## config.mk

```make
export PLATFORM = sky130hd
export DESIGN_NAME = fft8_top
export DESIGN_NICKNAME = d
export VERILOG_FILES = /design/src/verilog/fft8_pkg.sv /design/src/verilog/fft8_top.sv /design/src/verilog/fft8_result_streamer.sv /design/src/verilog/radix2_combiner.sv /design/src/verilog/dft4_accumulator.sv /design/src/verilog/fft8_sample_router.sv
export VERILOG_INCLUDE_DIRS = /design/src /design/src/verilog
export SDC_FILE = /design/constraint.sdc
export NUM_CORES = 2
export LEC_CHECK = 0
export BUFFER_PORTS_ARGS = -buffer_cell sky130_fd_sc_hd__buf_2
export CORE_ASPECT_RATIO = 0.7
export CORE_MARGIN = 10
export CORE_UTILIZATION = 40
export DETAILED_ROUTE_END_ITERATION = 12
export GPL_ROUTABILITY_DRIVEN = 0
export SLEW_MARGIN = 20
export SYNTH_ARGS = -nofsm -noshare
export SYNTH_HDL_FRONTEND = slang
export SYNTH_HIERARCHICAL = 1
export SYNTH_SLANG_ARGS = --single-unit
```

## constraint.sdc

```tcl
create_clock -name clk -period 13.8 [get_ports clk]
set_input_delay 2.76 -clock clk [delete_from_list [all_inputs] [get_ports clk]]
set_output_delay 2.76 -clock clk [all_outputs]
set_load 0.01 [all_outputs]
```

## src/verilog/fft8_params.svh

```systemverilog
`ifndef FFT8_PARAMS_SVH
`define FFT8_PARAMS_SVH

////////////////////
// transform size
////////////////////

// points per frame, fixed
`define FFT8_POINTS 8

////////////////////
// data widths
////////////////////

// signed input component
`define FFT8_SAMPLE_W 12

// signed kernel result and bin component
// 12 bits plus growth for 8 summed terms
`define FFT8_BIN_W 16

////////////////////
// twiddle
////////////////////

// 1/sqrt(2) in q15
`define FFT8_TWIDDLE_C 23170
// shift back after the q15 multiply
`define FFT8_TWIDDLE_SHIFT 15

`endif
```

## src/verilog/fft8_pkg.sv

```systemverilog
`include "fft8_params.svh"

package fft8_pkg;

    ////////////////////
    // complex types
    ////////////////////

    // one complex input sample
    typedef struct packed {
        // real part
        logic signed [`FFT8_SAMPLE_W-1:0] re;
        // imaginary part
        logic signed [`FFT8_SAMPLE_W-1:0] im;
    } sample_t;

    // kernel result and final bin share one shape
    typedef struct packed {
        // real part
        logic signed [`FFT8_BIN_W-1:0] re;
        // imaginary part
        logic signed [`FFT8_BIN_W-1:0] im;
    } bin_t;

    ////////////////////
    // indices
    ////////////////////

    // bin index inside a 4 point kernel
    typedef logic [1:0] bin_idx_t;

endpackage

```

## src/verilog/fft8_top.sv

```systemverilog
module fft8_top
(
    input  logic              clk,
    input  logic              reset,
    input  logic              sample_valid_i,
    input  fft8_pkg::sample_t sample_i,
    output logic              accept_o,
    input  logic              out_ready_i,
    output logic              out_valid_o,
    output fft8_pkg::bin_t    bin_o,
    output logic              complete_o
);

    // router to kernels
    logic               even_take;
    logic               odd_take;
    fft8_pkg::sample_t  route_sample;

    // kernels to combiner
    logic               even_done;
    logic               odd_done;
    fft8_pkg::bin_t     even_bin;
    fft8_pkg::bin_t     odd_bin;
    fft8_pkg::bin_idx_t kern_sel;
    logic               kern_clear;

    // combiner to streamer
    logic               wr_en;
    logic [2:0]         wr_idx;
    fft8_pkg::bin_t     wr_lo;
    fft8_pkg::bin_t     wr_hi;
    logic               frame_done;

    // streamer back to router
    logic               frame_sent;

    ////////////////////
    // input side
    ////////////////////

    fft8_sample_router router_i
    (
        .clk            (clk),
        .reset          (reset),
        .sample_valid_i (sample_valid_i),
        .sample_i       (sample_i),
        .frame_sent_i   (frame_sent),
        .accept_o       (accept_o),
        .even_take_o    (even_take),
        .odd_take_o     (odd_take),
        .route_sample_o (route_sample)
    );

    ////////////////////
    // processing
    ////////////////////

    // samples 0, 2, 4, 6
    dft4_accumulator even_dft_i
    (
        .clk      (clk),
        .reset    (reset),
        .take_i   (even_take),
        .sample_i (route_sample),
        .clear_i  (kern_clear),
        .sel_i    (kern_sel),
        .done_o   (even_done),
        .bin_o    (even_bin)
    );

    // samples 1, 3, 5, 7
    dft4_accumulator odd_dft_i
    (
        .clk      (clk),
        .reset    (reset),
        .take_i   (odd_take),
        .sample_i (route_sample),
        .clear_i  (kern_clear),
        .sel_i    (kern_sel),
        .done_o   (odd_done),
        .bin_o    (odd_bin)
    );

    radix2_combiner combiner_i
    (
        .clk          (clk),
        .reset        (reset),
        .even_done_i  (even_done),
        .odd_done_i   (odd_done),
        .even_bin_i   (even_bin),
        .odd_bin_i    (odd_bin),
        .sel_o        (kern_sel),
        .clear_o      (kern_clear),
        .wr_en_o      (wr_en),
        .wr_idx_o     (wr_idx),
        .wr_lo_o      (wr_lo),
        .wr_hi_o      (wr_hi),
        .frame_done_o (frame_done)
    );

    ////////////////////
    // output side
    ////////////////////

    fft8_result_streamer streamer_i
    (
        .clk          (clk),
        .reset        (reset),
        .wr_en_i      (wr_en),
        .wr_idx_i     (wr_idx),
        .wr_lo_i      (wr_lo),
        .wr_hi_i      (wr_hi),
        .frame_done_i (frame_done),
        .out_ready_i  (out_ready_i),
        .out_valid_o  (out_valid_o),
        .complete_o   (complete_o),
        .bin_o        (bin_o),
        .frame_sent_o (frame_sent)
    );

endmodule

```

## src/verilog/fft8_result_streamer.sv

```systemverilog
`include "fft8_params.svh"

module fft8_result_streamer
(
    input  logic           clk,
    input  logic           reset,
    input  logic           wr_en_i,
    input  logic [2:0]     wr_idx_i,
    input  fft8_pkg::bin_t wr_lo_i,
    input  fft8_pkg::bin_t wr_hi_i,
    input  logic           frame_done_i,
    input  logic           out_ready_i,
    output logic           out_valid_o,
    output logic           complete_o,
    output fft8_pkg::bin_t bin_o,
    output logic           frame_sent_o
);

    localparam int IDX_W = $clog2(`FFT8_POINTS);
    localparam logic [IDX_W-1:0] HALF = IDX_W'(`FFT8_POINTS / 2);
    localparam logic [IDX_W-1:0] LAST = IDX_W'(`FFT8_POINTS - 1);

    // result buffer, bins 0..7
    fft8_pkg::bin_t   bin_buf [`FFT8_POINTS];
    // index of the bin on bin_o
    logic [IDX_W-1:0] send_cnt;
    logic [IDX_W-1:0] next_idx;
    logic             consume;

    assign consume  = out_valid_o & out_ready_i;
    assign next_idx = send_cnt + 1'b1;

    ////////////////////
    // buffer writes
    ////////////////////

    // low half at k, high half at k+4
    always_ff @(posedge clk)
    begin
        if (wr_en_i)
        begin
            bin_buf[wr_idx_i]        <= wr_lo_i;
            bin_buf[wr_idx_i + HALF] <= wr_hi_i;
        end
    end

    ////////////////////
    // output sequencer
    ////////////////////

    // output register moves only on a consumed bin
    always_ff @(posedge clk)
    begin
        if (frame_done_i)
            bin_o <= bin_buf[0];
        else if (consume)
            bin_o <= bin_buf[next_idx];
    end

    always_ff @(posedge clk)
    begin
        if (reset)
        begin
            out_valid_o  <= 1'b0;
            complete_o   <= 1'b0;
            frame_sent_o <= 1'b0;
            send_cnt     <= '0;
        end
        else
        begin
            frame_sent_o <= consume & (send_cnt == LAST);
            // frame is held from its first write on
            if (wr_en_i)
                complete_o <= 1'b1;
            if (frame_done_i)
            begin
                out_valid_o <= 1'b1;
                send_cnt    <= '0;
            end
            else if (consume)
            begin
                send_cnt <= next_idx;
                // bin 7 gone, frame fully sent
                if (send_cnt == LAST)
                begin
                    out_valid_o <= 1'b0;
                    complete_o  <= 1'b0;
                end
            end
        end
    end

endmodule

```

## src/verilog/radix2_combiner.sv

```systemverilog
`include "fft8_params.svh"

module radix2_combiner
(
    input  logic               clk,
    input  logic               reset,
    input  logic               even_done_i,
    input  logic               odd_done_i,
    input  fft8_pkg::bin_t     even_bin_i,
    input  fft8_pkg::bin_t     odd_bin_i,
    output fft8_pkg::bin_idx_t sel_o,
    output logic               clear_o,
    output logic               wr_en_o,
    output logic [2:0]         wr_idx_o,
    output fft8_pkg::bin_t     wr_lo_o,
    output fft8_pkg::bin_t     wr_hi_o,
    output logic               frame_done_o
);

    localparam logic signed [`FFT8_BIN_W:0] TW_C = `FFT8_TWIDDLE_C;
    localparam int PROD_W = 2 * `FFT8_BIN_W + 2;

    // issue sequencer
    logic               busy;
    fft8_pkg::bin_idx_t k_cnt;
    logic               start;
    logic               issue;

    // odd term sums and scaled products
    logic signed [`FFT8_BIN_W:0] o_sum;
    logic signed [`FFT8_BIN_W:0] o_diff;
    logic signed [PROD_W-1:0]    p_sum;
    logic signed [PROD_W-1:0]    p_nsum;
    logic signed [PROD_W-1:0]    p_diff;
    fft8_pkg::bin_t              twid;

    // multiply register stage
    logic               mul_vld;
    fft8_pkg::bin_idx_t mul_k;
    fft8_pkg::bin_t     even_r;
    fft8_pkg::bin_t     twid_r;

    ////////////////////
    // issue k = 0..3
    ////////////////////

    // clear_o high blocks a restart while done is still falling
    assign start = even_done_i & odd_done_i & ~busy & ~clear_o;
    assign issue = start | busy;
    assign sel_o = k_cnt;

    always_ff @(posedge clk)
    begin
        if (reset)
        begin
            busy    <= 1'b0;
            k_cnt   <= '0;
            clear_o <= 1'b0;
        end
        else
        begin
            clear_o <= issue & (k_cnt == 2'd3);
            if (issue)
            begin
                k_cnt <= k_cnt + 1'b1;
                busy  <= (k_cnt != 2'd3);
            end
        end
    end

    ////////////////////
    // twiddle multiply
    ////////////////////

    // sums first, then one multiply each
    always_comb
    begin
        o_sum  = odd_bin_i.re + odd_bin_i.im;
        o_diff = odd_bin_i.im - odd_bin_i.re;
        p_sum  = (o_sum * TW_C) >>> `FFT8_TWIDDLE_SHIFT;
        p_nsum = (-(o_sum * TW_C)) >>> `FFT8_TWIDDLE_SHIFT;
        p_diff = (o_diff * TW_C) >>> `FFT8_TWIDDLE_SHIFT;
        case (k_cnt)
            2'd0:
                twid = odd_bin_i;
            2'd1:
            begin
                twid.re = p_sum[`FFT8_BIN_W-1:0];
                twid.im = p_diff[`FFT8_BIN_W-1:0];
            end
            2'd2:
            begin
                // W^2 is -j, no multiply
                twid.re = odd_bin_i.im;
                twid.im = -odd_bin_i.re;
            end
            default:
            begin
                twid.re = p_diff[`FFT8_BIN_W-1:0];
                twid.im = p_nsum[`FFT8_BIN_W-1:0];
            end
        endcase
    end

    always_ff @(posedge clk)
    begin
        if (reset)
        begin
            mul_vld      <= 1'b0;
            mul_k        <= '0;
            frame_done_o <= 1'b0;
        end
        else
        begin
            mul_vld      <= issue;
            mul_k        <= k_cnt;
            // one cycle after the last pair is written
            frame_done_o <= mul_vld & (mul_k == 2'd3);
        end
    end

    always_ff @(posedge clk)
    begin
        if (issue)
        begin
            even_r <= even_bin_i;
            twid_r <= twid;
        end
    end

    ////////////////////
    // butterfly
    ////////////////////

    // X[k] and X[k+4] in one write
    always_comb
    begin
        wr_lo_o.re = even_r.re + twid_r.re;
        wr_lo_o.im = even_r.im + twid_r.im;
        wr_hi_o.re = even_r.re - twid_r.re;
        wr_hi_o.im = even_r.im - twid_r.im;
    end

    assign wr_en_o  = mul_vld;
    assign wr_idx_o = {1'b0, mul_k};

endmodule

```

## src/verilog/dft4_accumulator.sv

```systemverilog
`include "fft8_params.svh"

module dft4_accumulator
(
    input  logic               clk,
    input  logic               reset,
    input  logic               take_i,
    input  fft8_pkg::sample_t  sample_i,
    input  logic               clear_i,
    input  fft8_pkg::bin_idx_t sel_i,
    output logic               done_o,
    output fft8_pkg::bin_t     bin_o
);

    // running sums, one per 4 point bin
    fft8_pkg::bin_t     acc [4];
    // per bin term for the current sample
    fft8_pkg::bin_t     term [4];
    // sample index n inside the kernel
    fft8_pkg::bin_idx_t n_cnt;

    // x times (-j)^p, only swaps and negations
    function automatic fft8_pkg::bin_t rotate(input fft8_pkg::sample_t  x,
                                              input fft8_pkg::bin_idx_t p);
        fft8_pkg::bin_t                r;
        logic signed [`FFT8_BIN_W-1:0] xr;
        logic signed [`FFT8_BIN_W-1:0] xi;
        // widen before negating
        xr = x.re;
        xi = x.im;
        case (p)
            2'd0:
            begin
                r.re = xr;
                r.im = xi;
            end
            2'd1:
            begin
                // times -j
                r.re = xi;
                r.im = -xr;
            end
            2'd2:
            begin
                r.re = -xr;
                r.im = -xi;
            end
            default:
            begin
                // times +j
                r.re = -xi;
                r.im = xr;
            end
        endcase
        return r;
    endfunction

    ////////////////////
    // twiddle per bin
    ////////////////////

    // exponent n*k taken mod 4
    always_comb
    begin
        for (int k = 0; k < 4; k++)
            term[k] = rotate(sample_i, fft8_pkg::bin_idx_t'(int'(n_cnt) * k));
    end

    // first sample loads, later ones add
    always_ff @(posedge clk)
    begin
        if (take_i)
        begin
            for (int k = 0; k < 4; k++)
            begin
                if (n_cnt == 2'd0)
                    acc[k] <= term[k];
                else
                begin
                    acc[k].re <= acc[k].re + term[k].re;
                    acc[k].im <= acc[k].im + term[k].im;
                end
            end
        end
    end

    // sample count and done level
    always_ff @(posedge clk)
    begin
        if (reset)
        begin
            n_cnt  <= '0;
            done_o <= 1'b0;
        end
        else
        begin
            if (clear_i)
                done_o <= 1'b0;
            if (take_i)
            begin
                n_cnt <= n_cnt + 1'b1;
                if (n_cnt == 2'd3)
                    done_o <= 1'b1;
            end
        end
    end

    // combiner read port
    assign bin_o = acc[sel_i];

endmodule

```

## src/verilog/fft8_sample_router.sv

```systemverilog
`include "fft8_params.svh"

module fft8_sample_router
(
    input  logic              clk,
    input  logic              reset,
    input  logic              sample_valid_i,
    input  fft8_pkg::sample_t sample_i,
    input  logic              frame_sent_i,
    output logic              accept_o,
    output logic              even_take_o,
    output logic              odd_take_o,
    output fft8_pkg::sample_t route_sample_o
);

    localparam int CNT_W = $clog2(`FFT8_POINTS);

    // index of the next sample in the frame
    logic [CNT_W-1:0] sample_cnt;
    logic             accepted;
    logic             last_sample;

    // sample counts only while accept is up
    assign accepted    = sample_valid_i & accept_o;
    assign last_sample = (sample_cnt == CNT_W'(`FFT8_POINTS - 1));

    ////////////////////
    // even/odd steering
    ////////////////////

    // count parity picks the kernel
    assign even_take_o    = accepted & ~sample_cnt[0];
    assign odd_take_o     = accepted & sample_cnt[0];
    // both kernels see the same bus, take qualifies it
    assign route_sample_o = sample_i;

    ////////////////////
    // accept level
    ////////////////////

    always_ff @(posedge clk)
    begin
        if (reset)
        begin
            sample_cnt <= '0;
            accept_o   <= 1'b1;
        end
        else
        begin
            if (accepted)
            begin
                // wraps to zero after the eighth sample
                sample_cnt <= sample_cnt + 1'b1;
                // drop accept on the same edge as sample 7
                if (last_sample)
                    accept_o <= 1'b0;
            end
            // one frame in flight, reopen after output drained
            if (frame_sent_i)
                accept_o <= 1'b1;
        end
    end

endmodule

```

## Word-level counts from Yosys, hierarchy flattened

Memory sizes are Yosys's and may differ from the RTL's. A register that Yosys moved wholly into a read port is not among the register bits.
Index checks and enable logic that the tools add are counted.

| operators by class | value |
|---|---|
| add/sub/neg operators | 32 |
| multiply operators | 4 |
| eq/ne operators | 17 |
| muxes and demuxes | 54 |
| bitwise gates (word level) | 30 |
| reductions and logical operators | 13 |

Operator list:

| kind | count |
|---|---|
| $pmux 32 s3 | 5 |
| $mux 16 | 16 |
| $add 16x16->16 | 14 |
| $pmux 32 s2 | 2 |
| $add 16x12->16 | 4 |
| $mux 32 | 2 |
| $mul 17x15->30 const B | 2 |
| $neg 12->16 | 2 |
| $sub 16x16->16 | 2 |
| $neg 31->31 | 1 |
| $mux 1 | 27 |
| $eq 2x2->1 const B | 9 |
| $add 16x16->17 | 1 |
| $or 1x1->1 | 17 |
| $sub 16x16->17 | 1 |
| $neg 16->16 | 1 |
| $logic_not 2->1 | 7 |
| $and 1x1->1 | 10 |
| $eq 2x1->1 const B | 5 |
| $add 2x1->2 const B | 3 |
| $add 3x1->3 const B | 2 |
| $eq 3x3->1 const B | 2 |
| $mul 2x1->2 const B | 2 |
| $mux 2 | 2 |
| 6 further kinds | 11 |

| storage, ports and cells | value |
|---|---|
| bits in registers | 88 |
| bits in writable memories | 512 |
| input port bits | 28 |
| output and inout port bits | 35 |
| logic and storage cells | 173 |
| memories | 3 |

Memory list:

| memory | words | bits a word | rd ports | clocked after Yosys merged registers in | wr ports | RTL line | source |
|---|---|---|---|---|---|---|---|
| streamer_i.bin_buf | 8 | 32 | 2 | 0 | 2 | fft8_result_streamer.sv:24 | `` fft8_pkg::bin_t bin_buf [`FFT8_POINTS]; `` |
| even_dft_i.acc | 4 | 32 | 5 | 1 | 4 | dft4_accumulator.sv:16 | `fft8_pkg::bin_t acc [4];` |
| odd_dft_i.acc | 4 | 32 | 5 | 1 | 4 | dft4_accumulator.sv:16 |  |

## Logic depth before layout (Yosys ltp)

| depth | value |
|---|---|
| word-level depth | 6 |
| gate-level depth with buffers | 36 |

## Cells and area by module

Netlist, hierarchy kept.

By module, submodules not included:

| module | times used | cells an instance | area an instance (um^2) | sequential area each (um^2) |
|---|---|---|---|---|
| radix2_combiner | 1 | 1715 | 15690.0 | 2082.0 |
| fft8_result_streamer | 1 | 904 | 14458.9 | 8768.4 |
| dft4_accumulator (odd_dft_i) | 1 | 1630 | 14278.7 | 3903.7 |
| dft4_accumulator (even_dft_i) | 1 | 1581 | 13922.1 | 3903.7 |
| fft8_sample_router | 1 | 44 | 384.1 | 80.1 |

## Least setup slack after synthesis

Ideal clock, no wire load.

| timing path | value |
|---|---|
| kind | register -> register |
| from | register combiner_i.k_cnt[0] (netlist: combiner_i/sel_o[0]) |
| to | register combiner_i/twid_r[15] (netlist bit) (data pin) |
| library setup time | 0.274 ns |
| data arrival time | 9.462 ns |
| data required time | 13.526 ns |
| path slack | 4.063 ns |
| stages on the path, launching flop included | 32 |
| buffers on the path | 2 |
| cell sequence | dfxtp_1 clkbuf_1 buf_1 mux4_2 inv_1 ha_1 inv_1 fa_1 a211oi_1 o21ai_0 or4b_1 a21o_1 a21oi_1 o41ai_1 ha_1 inv_1 fa_1 inv_1 fa_1 fa_1 inv_1 fa_1 inv_1 ha_1 ha_1 a21o_1 a21o_1 a221o_1 a211oi_1 xnor3_1 a21oi_1 a31oi_1 |

RTL lines:

| item | RTL line | source |
|---|---|---|
| start, declared | radix2_combiner.sv:25 | `fft8_pkg::bin_idx_t k_cnt;` |
| start signal, assigned | radix2_combiner.sv:65 | `k_cnt <= k_cnt + 1'b1;` |
| end signal, assigned | radix2_combiner.sv:127 | `twid_r <= twid;` |
| end, declared | radix2_combiner.sv:41 | `fft8_pkg::bin_t twid_r;` |

==> flow_summary_export.csv <==
group,metric,value,unit
worst_setup_path,setup.worst_path.class,"flip-flop to flip-flop",
synth,yosysUniqueCellTypes,105,
synth,synth_edf_count,608,
timing,rsz0062_at_grt,"false",
floorplanning,pin_count,63,
floorplanning,rows,117,
power,clock_power_share,15.2,%
finish,fin_area,0.0632,mm^2
clocking,tritoncts,"yes",
finish,drive_above_1_share,11.6,%
timing,finalHoldWorstSlack,478,ps
power,power_density,210,mW/mm^2
worst_setup_path,r2r_cells,29,
finish,fin_nets,6572,
power,p_switching,6.60,mW
finish,fillerInstances,13900,
power,peakVddDrop,0.458,mV
synth,synth_warnings,6,
outcome,violations,"max-slew violations",
routing,dr.first_iter.drc_count,6015,
floorplanning,die_x,478,um
timing,maxSlewViolCount,132,
worst_setup_path,worstPathMaxFanout,46,
floorplanning,die_area,0.163,mm^2
routing,routedWlPerCell,24.1,um
global_route,antenna_found_initial,8,
clocking,ctsHoldBuffers,0,
global_route,grt_pass1_wl,282,mm
worst_setup_path,crit_end,"combiner_i/twid_r[15]$_DFFE_PN_",
synth,synthesis.area,0.0587,mm^2
place,port_buffers,62,
finish,areaGrowthSynthToFinish,7.57,%
synth,async_flop_share,0,%
worst_setup_path,critPathArrivalTime,11180,ps
power,p_int,6.67,mW
clocking,cts_setup_buffers,0,
clocking,clk_pin_slew,70,ps
place,dp_worst_setup_slack,3350,ps
timing,clock_skew,69.6,ps
finish,seq_area,0.0188,mm^2
power,p_leak,25.1,nW
global_route,grt_overflow,0,
floorplanning,core,0.146,mm^2
min_path,whs_path_depth,2,
clocking,clock_tree.root_cell,"clkbuf_16",
worst_setup_path,critPathCaptureType,"flip-flop",
routing,num_vias,47100,
worst_setup_path,crit_path_start,"combiner_i/sel_o[0]$_SDFFE_PP0N_",
worst_setup_path,startpoint_type,"flip-flop",
floorplanning,die_y,341,um
worst_setup_path,crit_family,"adder cells",
min_path,worstHoldPathType,"flip-flop to flip-flop",
synth,ys_seq_area_share,31.9,%
synth,dominantRegCellSynth,"edfxtp_1",
clocking,clock_latency,720,ps
timing,setup_viol,0,
outcome,outcome,"complete, but fails checks",
timing,tightest_slew,2280,ps
power,pwr-share-seq,17.2,%
worst_setup_path,critical_path_required,14360,ps
global_route,grt_pass1_vias,43000,
clocking,cts_buffers,75,
global_route,grt.total_usage,22.2,%
timing,worst_slack,3180,ps
clocking,ctsLongestPathBuffers,3,
global_route,grt_max_degree,80,
clocking,post_cts_resize_count,0,
synth,synth_cells,5874,
clocking,clkSinkCount,632,
worst_setup_path,crit_top_cell,"inv_1",
timing,fmax,94.1,MHz
run,maxCapViolations,0,
worst_setup_path,rrSetupSlack,3180,ps
place,detailed_place_hpwl,139,mm
timing,setup_tns,0,ps
synth,syn_avg_cell_area,10.0,um^2
worst_setup_path,crit_path_max_incr_delay,960,ps
routing,drc,0,
routing,wl,188,mm
worst_setup_path,rr_startpoint,"combiner_i/sel_o[0]$_SDFFE_PP0N_",
worst_setup_path,crit_cells,29,
routing,avgViaCountPerCell,6.04,
power,netSwitchingFraction,49.7,%
power,comb_power_share,67.6,%
worst_setup_path,cp.buffers_inverters,6,
worst_setup_path,r2r-end,"combiner_i/twid_r[15]$_DFFE_PN_",
timing,slew_headroom,-52.1,%
routing,ant_nets,0,
finish,multi_input_area,0.0371,mm^2
routing,firstDrtPassIters,9,
timing,period_needed,10620,ps
place,dpl_cell_area,0.0608,mm^2
synth,synth-seq-cells,632,
timing,fin_crit_sh,77.0,%
timing,hold_violations,0,
synth,synthesis.nets,6677,
worst_setup_path,cp_slowest_cell,"o311ai_1",
clocking,h-tree-depth,3,
floorplanning,initial_utilization,40.3,%
-- routing by layer --
| metal | track usage (%) | wire length (um) | up-vias |
|---|---|---|---|
| met5 | 0 | 40 | - |
| met4 | 4.46 | 3830 | 6 |
| met3 | 6.21 | 21800 | 182 |
| met2 | 29.2 | 72000 | 2299 |
| met1 | 35.1 | 90500 | 23000 |
| li1 | - | - | 21600 |
-- per-stage QoR --
step / power [mW] / utilization, % / instances
floorplan: 8.65 / - / 5874
global placement: 10.8 / 41.7 / 7655
detailed placement: 10.9 / 41.7 / 7655
CTS: 13.0 / 43.4 / 7789
global route: 14.2 / 43.4 / 7791
finish: 13.3 / 43.4 / 7793
-- Yosys cell counts, types with 59 or more instances --
master / number / area share [%]
ha_1: 629 / 13
edfxtp_1: 608 / 31
a21oi_1: 495 / 4.2
inv_1: 412 / 2.6
nand2_1: 390 / 2.5
nor2_1: 315 / 2.0
o21ai_0: 295 / 2.5
mux2_2: 269 / 5.2
xnor2_1: 250 / 3.7
clkbuf_1: 202 / 1.3
fa_1: 146 / 5.0
a21o_1: 145 / 1.9
xor2_1: 138 / 2.1
mux2i_1: 107 / 1.8
nor3_1: 95 / 0.81
mux2_1: 88 / 1.7
nand3_1: 65 / 0.55
mux4_2: 64 / 2.5
o31ai_1: 64 / 0.82
o22ai_1: 62 / 0.66
a211oi_1: 60 / 0.77
nor2b_1: 59 / 0.63
-- layout make-up --
class | count | area share [%]
diodes | 4 | 0.0158
flip-flops and latches | 632 | 29.7
well taps | 1963 | 3.89
inverters | 416 | 2.47
repair buffers | 145 | 1.48
multi-input cells | 4499 | 58.7
clock buffers | 100 | 3.22
clock inverters | 34 | 0.598
-- worst min-delay path, stage by stage, from the launching register on --
cell	delay (ps)
dfxtp_1	310
nand2b_1	60
a21oi_1	50
-- cell usage in the layout, fill, tap and decap left out, drive strengths merged, types with 65 or more instances in the layout --
cell,synthesis,routed
ha,629,629
edfxtp,608,608
a21oi,496,496
inv,413,415
nand2,391,391
mux2,358,358
nor2,316,316
o21ai,299,299
xnor2,250,250
fa,146,146
a21o,145,145
buf,125,145
xor2,139,139
mux2i,107,107
nor3,101,101
clkbuf,202,100
nand3,65,65
-- sequential cells by signal (all words and copies together) (netlist names) --
name                     flops
streamer_i/bin_buf         256
even_dft_i/acc             128
odd_dft_i/acc              128
combiner_i/even_r           32
combiner_i/twid_r           32
streamer_i/bin_o            32
router_i/sample_cnt          3
streamer_i/send_cnt          3
combiner_i/mul_k             2
combiner_i/sel_o             2
even_dft_i/n_cnt             2
odd_dft_i/n_cnt              2
combiner_i/busy              1
combiner_i/clear_o           1
combiner_i/frame_done_o      1
combiner_i/wr_en_o           1
even_dft_i/done_o            1
odd_dft_i/done_o             1
router_i/accept_o            1
streamer_i/complete_o        1
streamer_i/frame_sent_o      1
streamer_i/out_valid_o       1
-- logic make-up after synthesis --
kind of cell             synth area share [%]
AO/OA/AOI/OAI                            17.0
multiplexers                             11.1
other                                 0.00638
flip-flops                               31.9
adder cells (fa/ha/maj)                  18.4
AND/OR/NAND/NOR                          10.4
buffers and inverters                    5.24
XOR/XNOR                                 5.85
-- worst min path at each step --
stage | from | endpoint | slack [ps]
floorplan | streamer_i/frame_sent_o$_SDFF_PP0_ | router_i/accept_o$_SDFFE_PP1P_ | 390
global placement | even_dft_i/done_o$_SDFF_PP0_ | even_dft_i/done_o$_SDFF_PP0_ | 460
detailed placement | odd_dft_i/done_o$_SDFF_PP0_ | odd_dft_i/done_o$_SDFF_PP0_ | 470
CTS | even_dft_i/done_o$_SDFF_PP0_ | even_dft_i/done_o$_SDFF_PP0_ | 480
global route | odd_dft_i/done_o$_SDFF_PP0_ | odd_dft_i/done_o$_SDFF_PP0_ | 510
finish | even_dft_i/done_o$_SDFF_PP0_ | even_dft_i/done_o$_SDFF_PP0_ | 480
-- power groups by stage --
stage          Sequential, mW  Combinational, mW  Clock (mW)
5_1_grt                  2.28               9.78        2.14
4_1_cts                  2.27               8.64        2.07
2_1_floorplan            2.28               6.37           0
3_5_place_dp             2.31               8.55           0
3_3_place_gp             2.31               8.44           0
6_report                 2.28               8.98        2.02
No activity file was read; power rests on OpenSTA's default activity.
